File: config.mk
export PLATFORM = sky130hd
export DESIGN_NAME = issue_stage_top
export DESIGN_NICKNAME = d
export VERILOG_FILES = /design/src/hw/issue_pkg.sv /design/src/hw/issue_queue.sv /design/src/hw/issue_logic.sv /design/src/hw/reg_status_file.sv /design/src/hw/res_station.sv /design/src/hw/cdb_arbiter.sv /design/src/hw/issue_stage_top.sv
export SDC_FILE = /design/constraint.sdc
export NUM_CORES = 2
export LEC_CHECK = 0
export ABC_AREA = 1
export BUFFER_PORTS_ARGS = -buffer_cell sky130_fd_sc_hd__buf_2
export CAP_MARGIN = 20
export CORE_AREA = 2 2 445 558
export DETAILED_ROUTE_END_ITERATION = 10
export DIE_AREA = 0 0 447 560
export PLACE_DENSITY = 0.62
export SLEW_MARGIN = 40
export SYNTH_ARGS = -nofsm -noshare
export SYNTH_HDL_FRONTEND = slang
export SYNTH_SLANG_ARGS = --single-unit
File: constraint.sdc
create_clock -name clk_i -period 5.31 [get_ports clk_i]
set_input_delay 1.593 -clock clk_i [delete_from_list [all_inputs] [get_ports clk_i]]
set_output_delay 1.593 -clock clk_i [all_outputs]
set_load 0.03 [all_outputs]
File: src/hw/issue_pkg.sv
// shared widths, opcodes, alu encodings and instruction layouts, compiled ahead of the issue stage rtl
package issue_pkg;

    localparam int XLEN        = 32;   // datapath width
    localparam int ILEN        = 32;   // instruction word width
    localparam int REG_IDX_LEN = 5;    // 32 architectural registers

    localparam logic [6:0] OPC_OP     = 7'b0110011; // register-register alu
    localparam logic [6:0] OPC_OP_IMM = 7'b0010011; // register-immediate alu

    // operation carried from issue into the stations
    typedef enum logic [2:0] {
        ALU_ADD,
        ALU_SUB,
        ALU_AND,
        ALU_OR,
        ALU_XOR
    } alu_op_t;

    typedef struct packed {
        logic [6:0]             funct7;  // bit 5 selects sub
        logic [REG_IDX_LEN-1:0] rs2;
        logic [REG_IDX_LEN-1:0] rs1;
        logic [2:0]             funct3;
        logic [REG_IDX_LEN-1:0] rd;
        logic [6:0]             opcode;
    } r_type_t;

    typedef struct packed {
        logic [11:0]            imm;     // sign extended at issue
        logic [REG_IDX_LEN-1:0] rs1;
        logic [2:0]             funct3;
        logic [REG_IDX_LEN-1:0] rd;
        logic [6:0]             opcode;
    } i_type_t;

    // same word, two decodings; opcode/rd/rs1 line up in both
    typedef union packed {
        r_type_t r;
        i_type_t i;
    } instr_t;

endpackage

File: src/hw/issue_queue.sv
`timescale 1ns/1ps
// circular instruction fifo, filled by fetch and drained by the issue logic on dispatch
module issue_queue #(
    parameter int IQ_DEPTH = 4
) (
    input  logic                       clk_i,
    input  logic                       rst_i,
    input  logic                       fetch_valid_i,
    output logic                       fetch_ready_o,
    input  logic [issue_pkg::XLEN-1:0] fetch_pc_i,
    input  logic [issue_pkg::ILEN-1:0] fetch_instr_i,
    output logic                       iq_valid_o,
    input  logic                       iq_ready_i,
    output logic [issue_pkg::XLEN-1:0] iq_pc_o,
    output logic [issue_pkg::ILEN-1:0] iq_instr_o
);

    localparam int PTR_W = (IQ_DEPTH > 1) ? $clog2(IQ_DEPTH) : 1;
    localparam int CNT_W = $clog2(IQ_DEPTH + 1);

    logic [issue_pkg::XLEN-1:0] pc_mem    [IQ_DEPTH];
    logic [issue_pkg::ILEN-1:0] instr_mem [IQ_DEPTH];
    logic [PTR_W-1:0]           head_q;   // oldest entry
    logic [PTR_W-1:0]           tail_q;   // next free slot
    logic [CNT_W-1:0]           count_q;
    logic                       push;
    logic                       pop;

    // wrap for depths that are not a power of two
    function automatic logic [PTR_W-1:0] ptr_inc(input logic [PTR_W-1:0] p);
        return (p == PTR_W'(IQ_DEPTH - 1)) ? '0 : p + 1'b1;
    endfunction

    assign fetch_ready_o = (count_q != CNT_W'(IQ_DEPTH));
    assign iq_valid_o    = (count_q != '0);   // occupancy only
    assign push          = fetch_valid_i && fetch_ready_o;
    assign pop           = iq_ready_i;        // issue logic pops only when valid
    assign iq_pc_o       = pc_mem[head_q];
    assign iq_instr_o    = instr_mem[head_q];

    always_ff @(posedge clk_i) begin
        if (rst_i) begin
            head_q  <= '0;
            tail_q  <= '0;
            count_q <= '0;
        end else begin
            if (push) tail_q <= ptr_inc(tail_q);
            if (pop) head_q <= ptr_inc(head_q);
            if (push && !pop) count_q <= count_q + 1'b1;
            else if (pop && !push) count_q <= count_q - 1'b1;
        end
    end

    always_ff @(posedge clk_i) begin
        if (push) begin
            pc_mem[tail_q]    <= fetch_pc_i;
            instr_mem[tail_q] <= fetch_instr_i;
        end
    end

    // dispatch must never be taken from an empty queue
    a_no_pop_empty: assert property (@(posedge clk_i) disable iff (rst_i)
        iq_ready_i |-> iq_valid_o);

endmodule

File: src/hw/issue_logic.sv
`timescale 1ns/1ps
// combinational issue, decodes the queue head and dispatches it to the lowest free station
module issue_logic #(
    parameter int  RS_N  = 4,
    localparam int TAG_W = $clog2(RS_N)
) (
    input  logic                              iq_valid_i,
    output logic                              iq_ready_o,
    input  logic [issue_pkg::ILEN-1:0]        iq_instr_i,
    output logic [issue_pkg::REG_IDX_LEN-1:0] rs1_idx_o,
    output logic [issue_pkg::REG_IDX_LEN-1:0] rs2_idx_o,
    input  logic                              rs1_ready_i,
    input  logic [issue_pkg::XLEN-1:0]        rs1_value_i,
    input  logic [TAG_W-1:0]                  rs1_tag_i,
    input  logic                              rs2_ready_i,
    input  logic [issue_pkg::XLEN-1:0]        rs2_value_i,
    input  logic [TAG_W-1:0]                  rs2_tag_i,
    output logic                              alloc_en_o,
    output logic [issue_pkg::REG_IDX_LEN-1:0] alloc_rd_o,
    output logic [TAG_W-1:0]                  alloc_tag_o,
    input  logic [RS_N-1:0]                   rs_free_i,
    output logic [RS_N-1:0]                   dispatch_o,
    output issue_pkg::alu_op_t                disp_op_o,
    output logic                              disp_rs1_ready_o,
    output logic [issue_pkg::XLEN-1:0]        disp_rs1_value_o,
    output logic [TAG_W-1:0]                  disp_rs1_tag_o,
    output logic                              disp_rs2_ready_o,
    output logic [issue_pkg::XLEN-1:0]        disp_rs2_value_o,
    output logic [TAG_W-1:0]                  disp_rs2_tag_o
);

    issue_pkg::instr_t  instr;
    issue_pkg::alu_op_t op;
    logic               legal;    // head decodes to a supported op
    logic               use_imm;  // addi, immediate replaces rs2
    logic [TAG_W-1:0]   sel;      // lowest free station
    logic               fire;

    assign instr = iq_instr_i;

    always_comb begin
        op      = issue_pkg::ALU_ADD;
        legal   = 1'b0;
        use_imm = 1'b0;
        case (instr.r.opcode)
            issue_pkg::OPC_OP: begin
                legal = 1'b1;
                case ({instr.r.funct7, instr.r.funct3})
                    10'b0000000_000: op = issue_pkg::ALU_ADD;
                    10'b0100000_000: op = issue_pkg::ALU_SUB;
                    10'b0000000_111: op = issue_pkg::ALU_AND;
                    10'b0000000_110: op = issue_pkg::ALU_OR;
                    10'b0000000_100: op = issue_pkg::ALU_XOR;
                    default:         legal = 1'b0;
                endcase
            end
            issue_pkg::OPC_OP_IMM: begin
                legal   = (instr.i.funct3 == 3'b000); // addi only
                use_imm = 1'b1;
            end
            default: legal = 1'b0;
        endcase
    end

    // scan downwards so the lowest free index wins
    always_comb begin
        sel = '0;
        for (int i = RS_N - 1; i >= 0; i--) begin
            if (rs_free_i[i]) sel = TAG_W'(i);
        end
    end

    assign fire       = iq_valid_i && (|rs_free_i) && legal;
    assign iq_ready_o = fire;   // pop and dispatch are one event
    assign dispatch_o = fire ? (RS_N'(1) << sel) : '0;

    assign rs1_idx_o   = instr.r.rs1;
    assign rs2_idx_o   = instr.r.rs2;   // ignored on addi
    assign alloc_en_o  = fire;
    assign alloc_rd_o  = instr.r.rd;
    assign alloc_tag_o = sel;           // station index is the rename tag

    assign disp_op_o        = op;
    assign disp_rs1_ready_o = rs1_ready_i;
    assign disp_rs1_value_o = rs1_value_i;
    assign disp_rs1_tag_o   = rs1_tag_i;
    assign disp_rs2_ready_o = use_imm || rs2_ready_i;
    assign disp_rs2_value_o = use_imm ? {{(issue_pkg::XLEN - 12){instr.i.imm[11]}}, instr.i.imm}
                                      : rs2_value_i;
    assign disp_rs2_tag_o   = rs2_tag_i;

endmodule

File: src/hw/reg_status_file.sv
`timescale 1ns/1ps
// architectural registers with busy bit and producer tag, written back from the cdb
module reg_status_file #(
    parameter int  RS_N  = 4,
    localparam int TAG_W = $clog2(RS_N)
) (
    input  logic                              clk_i,
    input  logic                              rst_i,
    input  logic [issue_pkg::REG_IDX_LEN-1:0] rs1_idx_i,
    output logic                              rs1_ready_o,
    output logic [issue_pkg::XLEN-1:0]        rs1_value_o,
    output logic [TAG_W-1:0]                  rs1_tag_o,
    input  logic [issue_pkg::REG_IDX_LEN-1:0] rs2_idx_i,
    output logic                              rs2_ready_o,
    output logic [issue_pkg::XLEN-1:0]        rs2_value_o,
    output logic [TAG_W-1:0]                  rs2_tag_o,
    input  logic                              alloc_en_i,
    input  logic [issue_pkg::REG_IDX_LEN-1:0] alloc_rd_i,
    input  logic [TAG_W-1:0]                  alloc_tag_i,
    input  logic                              cdb_valid_i,
    input  logic [TAG_W-1:0]                  cdb_tag_i,
    input  logic [issue_pkg::XLEN-1:0]        cdb_value_i,
    input  logic [issue_pkg::REG_IDX_LEN-1:0] cdb_rd_i,
    input  logic [issue_pkg::REG_IDX_LEN-1:0] dbg_idx_i,
    output logic [issue_pkg::XLEN-1:0]        dbg_value_o
);

    localparam int NREG = 2 ** issue_pkg::REG_IDX_LEN;

    logic [issue_pkg::XLEN-1:0] value_q [NREG];
    logic [NREG-1:0]            busy_q;          // waiting on a station
    logic [TAG_W-1:0]           tag_q   [NREG];  // producing station
    logic                       wb_hit;

    // older producers of a renamed register are dropped here
    assign wb_hit = cdb_valid_i && busy_q[cdb_rd_i] && (tag_q[cdb_rd_i] == cdb_tag_i);

    always_ff @(posedge clk_i) begin
        if (rst_i) begin
            busy_q <= '0;
            for (int r = 0; r < NREG; r++) begin
                value_q[r] <= '0;
                tag_q[r]   <= '0;
            end
        end else begin
            if (wb_hit) begin
                value_q[cdb_rd_i] <= cdb_value_i;
                busy_q[cdb_rd_i]  <= 1'b0;
            end
            if (alloc_en_i && alloc_rd_i != '0) begin   // later assignment, alloc wins
                busy_q[alloc_rd_i] <= 1'b1;
                tag_q[alloc_rd_i]  <= alloc_tag_i;
            end
        end
    end

    // x0 is never marked busy so it reads zero forever
    assign rs1_ready_o = !busy_q[rs1_idx_i] || (cdb_valid_i && tag_q[rs1_idx_i] == cdb_tag_i);
    assign rs1_value_o = busy_q[rs1_idx_i] ? cdb_value_i : value_q[rs1_idx_i]; // cdb bypass
    assign rs1_tag_o   = tag_q[rs1_idx_i];
    assign rs2_ready_o = !busy_q[rs2_idx_i] || (cdb_valid_i && tag_q[rs2_idx_i] == cdb_tag_i);
    assign rs2_value_o = busy_q[rs2_idx_i] ? cdb_value_i : value_q[rs2_idx_i];
    assign rs2_tag_o   = tag_q[rs2_idx_i];

    assign dbg_value_o = value_q[dbg_idx_i];   // committed value only

endmodule

File: src/hw/res_station.sv
`timescale 1ns/1ps
// one-entry reservation station, waits on the cdb for operands, computes, then holds for a grant
module res_station #(
    parameter int  RS_N  = 4,
    localparam int TAG_W = $clog2(RS_N)
) (
    input  logic                              clk_i,
    input  logic                              rst_i,
    output logic                              free_o,
    input  logic                              dispatch_i,
    input  issue_pkg::alu_op_t                disp_op_i,
    input  logic                              disp_rs1_ready_i,
    input  logic [issue_pkg::XLEN-1:0]        disp_rs1_value_i,
    input  logic [TAG_W-1:0]                  disp_rs1_tag_i,
    input  logic                              disp_rs2_ready_i,
    input  logic [issue_pkg::XLEN-1:0]        disp_rs2_value_i,
    input  logic [TAG_W-1:0]                  disp_rs2_tag_i,
    input  logic [issue_pkg::REG_IDX_LEN-1:0] disp_rd_i,
    input  logic                              cdb_valid_i,
    input  logic [TAG_W-1:0]                  cdb_tag_i,
    input  logic [issue_pkg::XLEN-1:0]        cdb_value_i,
    output logic                              res_valid_o,
    output logic [issue_pkg::XLEN-1:0]        res_value_o,
    output logic [issue_pkg::REG_IDX_LEN-1:0] res_rd_o,
    input  logic                              grant_i
);

    logic                              busy_q;
    logic                              done_q;     // result waiting for the cdb
    issue_pkg::alu_op_t                op_q;
    logic                              rs1_rdy_q;
    logic                              rs2_rdy_q;
    logic [issue_pkg::XLEN-1:0]        rs1_val_q;
    logic [issue_pkg::XLEN-1:0]        rs2_val_q;
    logic [TAG_W-1:0]                  rs1_tag_q;
    logic [TAG_W-1:0]                  rs2_tag_q;
    logic [issue_pkg::REG_IDX_LEN-1:0] rd_q;
    logic [issue_pkg::XLEN-1:0]        result_q;
    logic [issue_pkg::XLEN-1:0]        alu_out;

    always_comb begin
        case (op_q)
            issue_pkg::ALU_SUB: alu_out = rs1_val_q - rs2_val_q;
            issue_pkg::ALU_AND: alu_out = rs1_val_q & rs2_val_q;
            issue_pkg::ALU_OR:  alu_out = rs1_val_q | rs2_val_q;
            issue_pkg::ALU_XOR: alu_out = rs1_val_q ^ rs2_val_q;
            default:            alu_out = rs1_val_q + rs2_val_q;
        endcase
    end

    always_ff @(posedge clk_i) begin
        if (rst_i) begin
            busy_q    <= 1'b0;
            done_q    <= 1'b0;
            rs1_rdy_q <= 1'b0;
            rs2_rdy_q <= 1'b0;
        end else if (dispatch_i) begin
            busy_q    <= 1'b1;
            done_q    <= 1'b0;
            op_q      <= disp_op_i;
            rs1_rdy_q <= disp_rs1_ready_i;
            rs1_val_q <= disp_rs1_value_i;
            rs1_tag_q <= disp_rs1_tag_i;
            rs2_rdy_q <= disp_rs2_ready_i;
            rs2_val_q <= disp_rs2_value_i;
            rs2_tag_q <= disp_rs2_tag_i;
            rd_q      <= disp_rd_i;
        end else if (busy_q) begin
            if (cdb_valid_i && !rs1_rdy_q && cdb_tag_i == rs1_tag_q) begin   // snoop
                rs1_rdy_q <= 1'b1;
                rs1_val_q <= cdb_value_i;
            end
            if (cdb_valid_i && !rs2_rdy_q && cdb_tag_i == rs2_tag_q) begin
                rs2_rdy_q <= 1'b1;
                rs2_val_q <= cdb_value_i;
            end
            if (rs1_rdy_q && rs2_rdy_q && !done_q) begin   // execute, one cycle
                result_q <= alu_out;
                done_q   <= 1'b1;
            end
            if (grant_i) begin   // on the cdb this cycle, free at the edge
                busy_q <= 1'b0;
                done_q <= 1'b0;
            end
        end
    end

    assign free_o      = !busy_q;
    assign res_valid_o = done_q;
    assign res_value_o = result_q;
    assign res_rd_o    = rd_q;

    a_no_disp_busy: assert property (@(posedge clk_i) disable iff (rst_i)
        dispatch_i |-> !busy_q);
    a_grant_valid: assert property (@(posedge clk_i) disable iff (rst_i)
        grant_i |-> res_valid_o);

endmodule

File: src/hw/cdb_arbiter.sv
`timescale 1ns/1ps
// round-robin pick of one finished station per cycle to drive the cdb
module cdb_arbiter #(
    parameter int  RS_N  = 4,
    localparam int TAG_W = $clog2(RS_N)
) (
    input  logic             clk_i,
    input  logic             rst_i,
    input  logic [RS_N-1:0]  res_valid_i,
    output logic [RS_N-1:0]  grant_o,
    output logic             cdb_valid_o,
    output logic [TAG_W-1:0] cdb_tag_o
);

    logic [TAG_W-1:0] last_q;   // last granted station
    logic [TAG_W-1:0] idx;
    logic [TAG_W-1:0] sel;
    logic             found;

    // search starts one past the last grant
    always_comb begin
        found = 1'b0;
        sel   = last_q;
        idx   = last_q;
        for (int k = 1; k <= RS_N; k++) begin
            idx = TAG_W'((int'(last_q) + k) % RS_N);
            if (!found && res_valid_i[idx]) begin
                found = 1'b1;
                sel   = idx;
            end
        end
    end

    assign cdb_valid_o = found;
    assign cdb_tag_o   = sel;
    assign grant_o     = found ? (RS_N'(1) << sel) : '0;

    always_ff @(posedge clk_i) begin
        if (rst_i) last_q <= TAG_W'(RS_N - 1);   // station 0 goes first
        else if (found) last_q <= sel;
    end

    // a result not granted is still offered next cycle
    a_req_held: assert property (@(posedge clk_i) disable iff (rst_i)
        ($past(res_valid_i & ~grant_o) & ~res_valid_i) == '0);

endmodule

File: src/hw/issue_stage_top.sv
`timescale 1ns/1ps
// issue stage top, fetch enters the queue and results leave on the cdb; the testbench instantiates it
module issue_stage_top #(
    parameter int IQ_DEPTH = 4,
    parameter int RS_N     = 4
) (
    input  logic                              clk_i,
    input  logic                              rst_i,
    input  logic                              fetch_valid_i,
    output logic                              fetch_ready_o,
    input  logic [issue_pkg::XLEN-1:0]        fetch_pc_i,
    input  logic [issue_pkg::ILEN-1:0]        fetch_instr_i,
    output logic                              cdb_valid_o,
    output logic [issue_pkg::REG_IDX_LEN-1:0] cdb_rd_o,
    output logic [issue_pkg::XLEN-1:0]        cdb_value_o,
    output logic                              busy_o,
    input  logic [issue_pkg::REG_IDX_LEN-1:0] dbg_idx_i,
    output logic [issue_pkg::XLEN-1:0]        dbg_value_o
);

    localparam int TAG_W = $clog2(RS_N);

    logic                              iq_valid;
    logic                              iq_ready;
    logic [issue_pkg::ILEN-1:0]        iq_instr;
    logic [issue_pkg::REG_IDX_LEN-1:0] rs1_idx;
    logic [issue_pkg::REG_IDX_LEN-1:0] rs2_idx;
    logic                              rs1_ready;
    logic                              rs2_ready;
    logic [issue_pkg::XLEN-1:0]        rs1_value;
    logic [issue_pkg::XLEN-1:0]        rs2_value;
    logic [TAG_W-1:0]                  rs1_tag;
    logic [TAG_W-1:0]                  rs2_tag;
    logic                              alloc_en;
    logic [issue_pkg::REG_IDX_LEN-1:0] alloc_rd;   // also the rd handed to the station
    logic [TAG_W-1:0]                  alloc_tag;
    logic [RS_N-1:0]                   rs_free;
    logic [RS_N-1:0]                   dispatch;
    issue_pkg::alu_op_t                disp_op;
    logic                              disp_rs1_ready;
    logic                              disp_rs2_ready;
    logic [issue_pkg::XLEN-1:0]        disp_rs1_value;
    logic [issue_pkg::XLEN-1:0]        disp_rs2_value;
    logic [TAG_W-1:0]                  disp_rs1_tag;
    logic [TAG_W-1:0]                  disp_rs2_tag;
    logic [RS_N-1:0]                   res_valid;
    logic [RS_N-1:0]                   grant;
    logic [issue_pkg::XLEN-1:0]        res_value [RS_N];
    logic [issue_pkg::REG_IDX_LEN-1:0] res_rd    [RS_N];
    logic [TAG_W-1:0]                  cdb_tag;

    issue_queue #(.IQ_DEPTH(IQ_DEPTH)) u_issue_queue (
        .clk_i         (clk_i),
        .rst_i         (rst_i),
        .fetch_valid_i (fetch_valid_i),
        .fetch_ready_o (fetch_ready_o),
        .fetch_pc_i    (fetch_pc_i),
        .fetch_instr_i (fetch_instr_i),
        .iq_valid_o    (iq_valid),
        .iq_ready_i    (iq_ready),
        .iq_pc_o       (),              // alu ops need no pc
        .iq_instr_o    (iq_instr)
    );

    issue_logic #(.RS_N(RS_N)) u_issue_logic (
        .iq_valid_i       (iq_valid),
        .iq_ready_o       (iq_ready),
        .iq_instr_i       (iq_instr),
        .rs1_idx_o        (rs1_idx),
        .rs2_idx_o        (rs2_idx),
        .rs1_ready_i      (rs1_ready),
        .rs1_value_i      (rs1_value),
        .rs1_tag_i        (rs1_tag),
        .rs2_ready_i      (rs2_ready),
        .rs2_value_i      (rs2_value),
        .rs2_tag_i        (rs2_tag),
        .alloc_en_o       (alloc_en),
        .alloc_rd_o       (alloc_rd),
        .alloc_tag_o      (alloc_tag),
        .rs_free_i        (rs_free),
        .dispatch_o       (dispatch),
        .disp_op_o        (disp_op),
        .disp_rs1_ready_o (disp_rs1_ready),
        .disp_rs1_value_o (disp_rs1_value),
        .disp_rs1_tag_o   (disp_rs1_tag),
        .disp_rs2_ready_o (disp_rs2_ready),
        .disp_rs2_value_o (disp_rs2_value),
        .disp_rs2_tag_o   (disp_rs2_tag)
    );

    reg_status_file #(.RS_N(RS_N)) u_reg_status_file (
        .clk_i       (clk_i),
        .rst_i       (rst_i),
        .rs1_idx_i   (rs1_idx),
        .rs1_ready_o (rs1_ready),
        .rs1_value_o (rs1_value),
        .rs1_tag_o   (rs1_tag),
        .rs2_idx_i   (rs2_idx),
        .rs2_ready_o (rs2_ready),
        .rs2_value_o (rs2_value),
        .rs2_tag_o   (rs2_tag),
        .alloc_en_i  (alloc_en),
        .alloc_rd_i  (alloc_rd),
        .alloc_tag_i (alloc_tag),
        .cdb_valid_i (cdb_valid_o),
        .cdb_tag_i   (cdb_tag),
        .cdb_value_i (cdb_value_o),
        .cdb_rd_i    (cdb_rd_o),
        .dbg_idx_i   (dbg_idx_i),
        .dbg_value_o (dbg_value_o)
    );

    for (genvar s = 0; s < RS_N; s++) begin : g_rs
        res_station #(.RS_N(RS_N)) u_res_station (
            .clk_i            (clk_i),
            .rst_i            (rst_i),
            .free_o           (rs_free[s]),
            .dispatch_i       (dispatch[s]),
            .disp_op_i        (disp_op),
            .disp_rs1_ready_i (disp_rs1_ready),
            .disp_rs1_value_i (disp_rs1_value),
            .disp_rs1_tag_i   (disp_rs1_tag),
            .disp_rs2_ready_i (disp_rs2_ready),
            .disp_rs2_value_i (disp_rs2_value),
            .disp_rs2_tag_i   (disp_rs2_tag),
            .disp_rd_i        (alloc_rd),
            .cdb_valid_i      (cdb_valid_o),
            .cdb_tag_i        (cdb_tag),
            .cdb_value_i      (cdb_value_o),
            .res_valid_o      (res_valid[s]),
            .res_value_o      (res_value[s]),
            .res_rd_o         (res_rd[s]),
            .grant_i          (grant[s])
        );
    end

    cdb_arbiter #(.RS_N(RS_N)) u_cdb_arbiter (
        .clk_i       (clk_i),
        .rst_i       (rst_i),
        .res_valid_i (res_valid),
        .grant_o     (grant),
        .cdb_valid_o (cdb_valid_o),
        .cdb_tag_o   (cdb_tag)
    );

    assign cdb_value_o = res_value[cdb_tag];   // granted station drives the bus
    assign cdb_rd_o    = res_rd[cdb_tag];
    assign busy_o      = iq_valid || !(&rs_free);

endmodule

==> metrics.md <==
| Metric | Value |
|---|---|
| Initial Util | 0.4468 |
| Grt total ovfl | 0 |
| Layout area overhead | 13.02% |
| Synth cell types | 60 |
| Worst Setup End Kind | flop |
| Maximum VDD drop | about 0.27 mV |
| Rel. slew slack | 0.3414 |
| DP HPWL | 301600 µm |
| Startpoint Class | flop |
| Max Slew Vio Count | 0 |
| Critical Path AT | approximately 6 ns |
| I/O pins | ~140 |
| PD cells | between 200 and 300 mW/mm² |
| Die height | 560 µm |
| Clock Tree Root | clkbuf_16 |
| Nets@finish | around 14k |
| First DRT Iteration DRCs | approximately 17k |
| Detailed Route WL | between 400000 and 500000 µm |
| Core area | between 0.2 and 0.25 mm² |
| Minimum clock period | ~5.3 ns |
| Final worst slack | -0.03236 ns |
| Worst-margin pin slew | ~0.98 ns |
| Top cell type's share of synthesized area | 0.4510 |
| Synth top cells by count | o21ai_0 (1917), nor2_1 (1805), nand2_1 (1649) |
| Initial antenna violation count | 26 |
| Outcome | finished, violations left |
| Hold Crit Class | reg -> reg |
| Synth area leader | edfxtp_1 |
| CTS tree | built |
| Pleak | slightly below 50 nW |
| Mean area per synthesized cell | 8.099 µm² |
| Via count | 108.1k |
| DIE AREA | between 0.2 and 0.3 mm² |
| # rows | between 200 and 250 |
| CTS buffer count | slightly below 200 |
| Unrepaired setup endpoints after global routing | yes |
| Max Freq | around 0.19 GHz |
| Ys flop type | edfxtp_1 |
| # fillers | ~23k |
| CP Max Fanout | 33 |
| Global-route wire length before repair | 677800 µm |
| Synth Warn # | 0 |
| Layout cells sized above 1 | 0.09120 |
| Failing checks | setup timing |
| Synth Instances | between 10k and 15k |
| Synth area leaders | edfxtp_1 (45%), o21ai_0 (8.7%), a21oi_1 (6.7%) |
| FF+latch count, synth | between 1.5k and 2k |
| Most common cell in the netlist | o21ai_0 |
| Post-layout util | 0.5050 |
| Pre-CTS WS | -0.04099 ns |
| Final Hold Vio Count | 0 |
| Largest net degree at the start of global routing | 221 |
| Post-DR wirelength/cell | ~28 µm |
| H-Tree Depth | 4 |
| CTS max path bufs | 4 |
| Reg clk slew, reported paths | approximately 0.07 ns |
| Number of flops mapped to enable cells by yosys | around 1.6k |
| Seq/Total Area, Yosys | 0.4618 |
| Port bufs | roughly 110 |
| Vias per std cell | between 6 and 7 |
| Number of remaining DRC errors | 0 |
| Drt pass-1 iters | 8 |
| Die W | about 450 µm |
| Final setup fails | 1 |
| Gpl congestion | roughly 0.98 |
| Clk_lat worst skew | just over 0.9 ns |
| Worst clock skew | 0.04869 ns |
| GR Util All Layers | 0.3670 |
| CTS sink count | 1707 |
| Kind of critical path | reg -> reg |
| Post-route ant nets | 0 |
| Period utilisation layout | 1.006 |
| Vias in the first global route | between 100k and 150k |
| Worst EP required | just under 6 ns |
| Max-cap violation count | 0 |
| Synth async-reset ratio | 0 |
| Mapped Area | about 0.11 mm² |
## through the flow
step           hold WS (ns)  std cells  total power, mW  TNS (ns)  area [µm²]
2_1_floorplan        0.4530      13548            18.35         0      109700
3_3_place_gp         0.4639      16441            20.73   -0.2263      116400
3_5_place_dp         0.5049      16452            20.88   -0.1360      116600
4_1_cts              0.5137      16799            34.39   -0.2181      123100
5_1_grt              0.5631      16830            35.41   -0.1637      124000
6_report             0.5140      16841            34.66  -0.03236      124000
## worst paths after layout
path                           startpoint                             endpoint  slack, ns  cells past startpoint
hold reg to reg   u_issue_queue.head_q[1]                                 flop       0.51                      2
setup reg to reg                     flop  g_rs[3].u_res_station.rs1_val_q[14]      -0.03                     13
setup / recovery                     flop  g_rs[3].u_res_station.rs1_val_q[14]      -0.03                     13
hold / removal    u_issue_queue.head_q[1]                                 flop       0.51                      2
## layout by cell type, fill, tap and decap left out, types with 16 or more instances in the layout
cell type,n
nand3_1,966
nand4_1,20
nor3_2,18
nand3b_1,27
nand4_4,25
bufinv_16,20
o21ai_0,1907
or2_2,18
a221oi_1,52
dfxtp_1,56
o211ai_1,395
a31oi_1,90
clkinv_1,63
o21a_1,19
nand2_1,1605
a22oi_2,22
buf_4,484
o221ai_1,47
a32oi_1,36
a21oi_1,1448
nor2_1,1789
buf_2,87
ha_1,390
xnor2_1,26
edfxtp_1,1648
xor2_1,172
clkbuf_1,44
o2111ai_1,75
clkinv_2,30
nor3_1,59
o22ai_1,40
buf_12,116
nor4_1,16
clkbuf_16,204
nand2_2,44
inv_1,1187
o31a_1,24
## report_power, final
part           internal [mW]  total, mW  switching (mW)
Sequential              15.0       15.2           0.182
Combinational           1.48       5.70            4.22
Clock                   7.92       13.7            5.81
## kinds of logic after synthesis
logic type	share of synthesized area
adder cells (fa/ha/maj)	0.04539
other	0.00003418
XOR/XNOR	0.01581
AND/OR/NAND/NOR	0.1768
AO/OA/AOI/OAI	0.2179
flip-flops	0.4618
buffers and inverters	0.08220
## area by class of cell
| cell class | instances | area (µm²) | share of cell area |
|---|---|---|---|
| Tap cell | 3296 | 4124 | 0.03326 |
| Clock inverter | 97 | 1007 | 0.008123 |
| Inverter | 1250 | 4800 | 0.03871 |
| Timing Repair Buffer | 724 | 7027 | 0.05667 |
| Multi-Input combinational cell | 9503 | 51070 | 0.4119 |
| Antenna cell | 14 | 35.03 | 0.0002825 |
| Timing Repair inverter | 1 | 11.26 | 0.00009081 |
| Sequential cell | 1707 | 50670 | 0.4087 |
| Clock buffer | 249 | 5250 | 0.04234 |
## registers in the layout, summed over array words and instances, names as in the netlist, 3 cells and up, named ones only
register,cells
g_rs.u_res_station.rs2_val_q,128
g_rs.u_res_station.rs1_tag_q,8
u_issue_queue.count_q,3
g_rs.u_res_station.rs2_tag_q,8
g_rs.u_res_station.rs2_rdy_q,4
g_rs.u_res_station.res_value_o,128
g_rs.u_res_station.rs1_val_q,128
g_rs.u_res_station.rs1_rdy_q,4
g_rs.u_res_station.res_valid_o,4
g_rs.u_res_station.op_q,12
u_reg_status_file.tag_q,64
g_rs.u_res_station.busy_q,4
u_issue_queue.instr_mem,128
u_reg_status_file.value_q,1024
g_rs.u_res_station.res_rd_o,20
u_reg_status_file.busy_q,32
## what timing repair did
action / CTS / global route
setup buffers: 1 / 18
endpoints found under the setup margin: 40 / 74
resized for setup: 50 / 101
pin swaps: 0 / 10
hold buffers: 0 / 0
gates cloned: 0 / 4
## critical path, stage by stage, from the launching register on
cell	delay, ns
dfxtp_2	0.37
inv_2	0.18
buf_12	0.24
or2_2	0.31
a32oi_4	0.49
inv_6	0.18
o311ai_0	0.65
nand3_1	0.27
nand2_1	0.45
inv_2	0.30
buf_4	0.31
o31ai_1	0.81
buf_4	0.30
o21ai_0	0.15
## metal layers
metal	share of wire	wire, µm	up-vias	track usage
met5	0.00017	82	-	0
li1	-	-	46989	-
met1	0.34	163300	50703	0.4369
met3	0.13	60950	2311	0.09340
met2	0.45	212200	8035	0.5775
met4	0.084	40210	14	0.2590
Note: power is estimated with default switching activity, not from simulation.
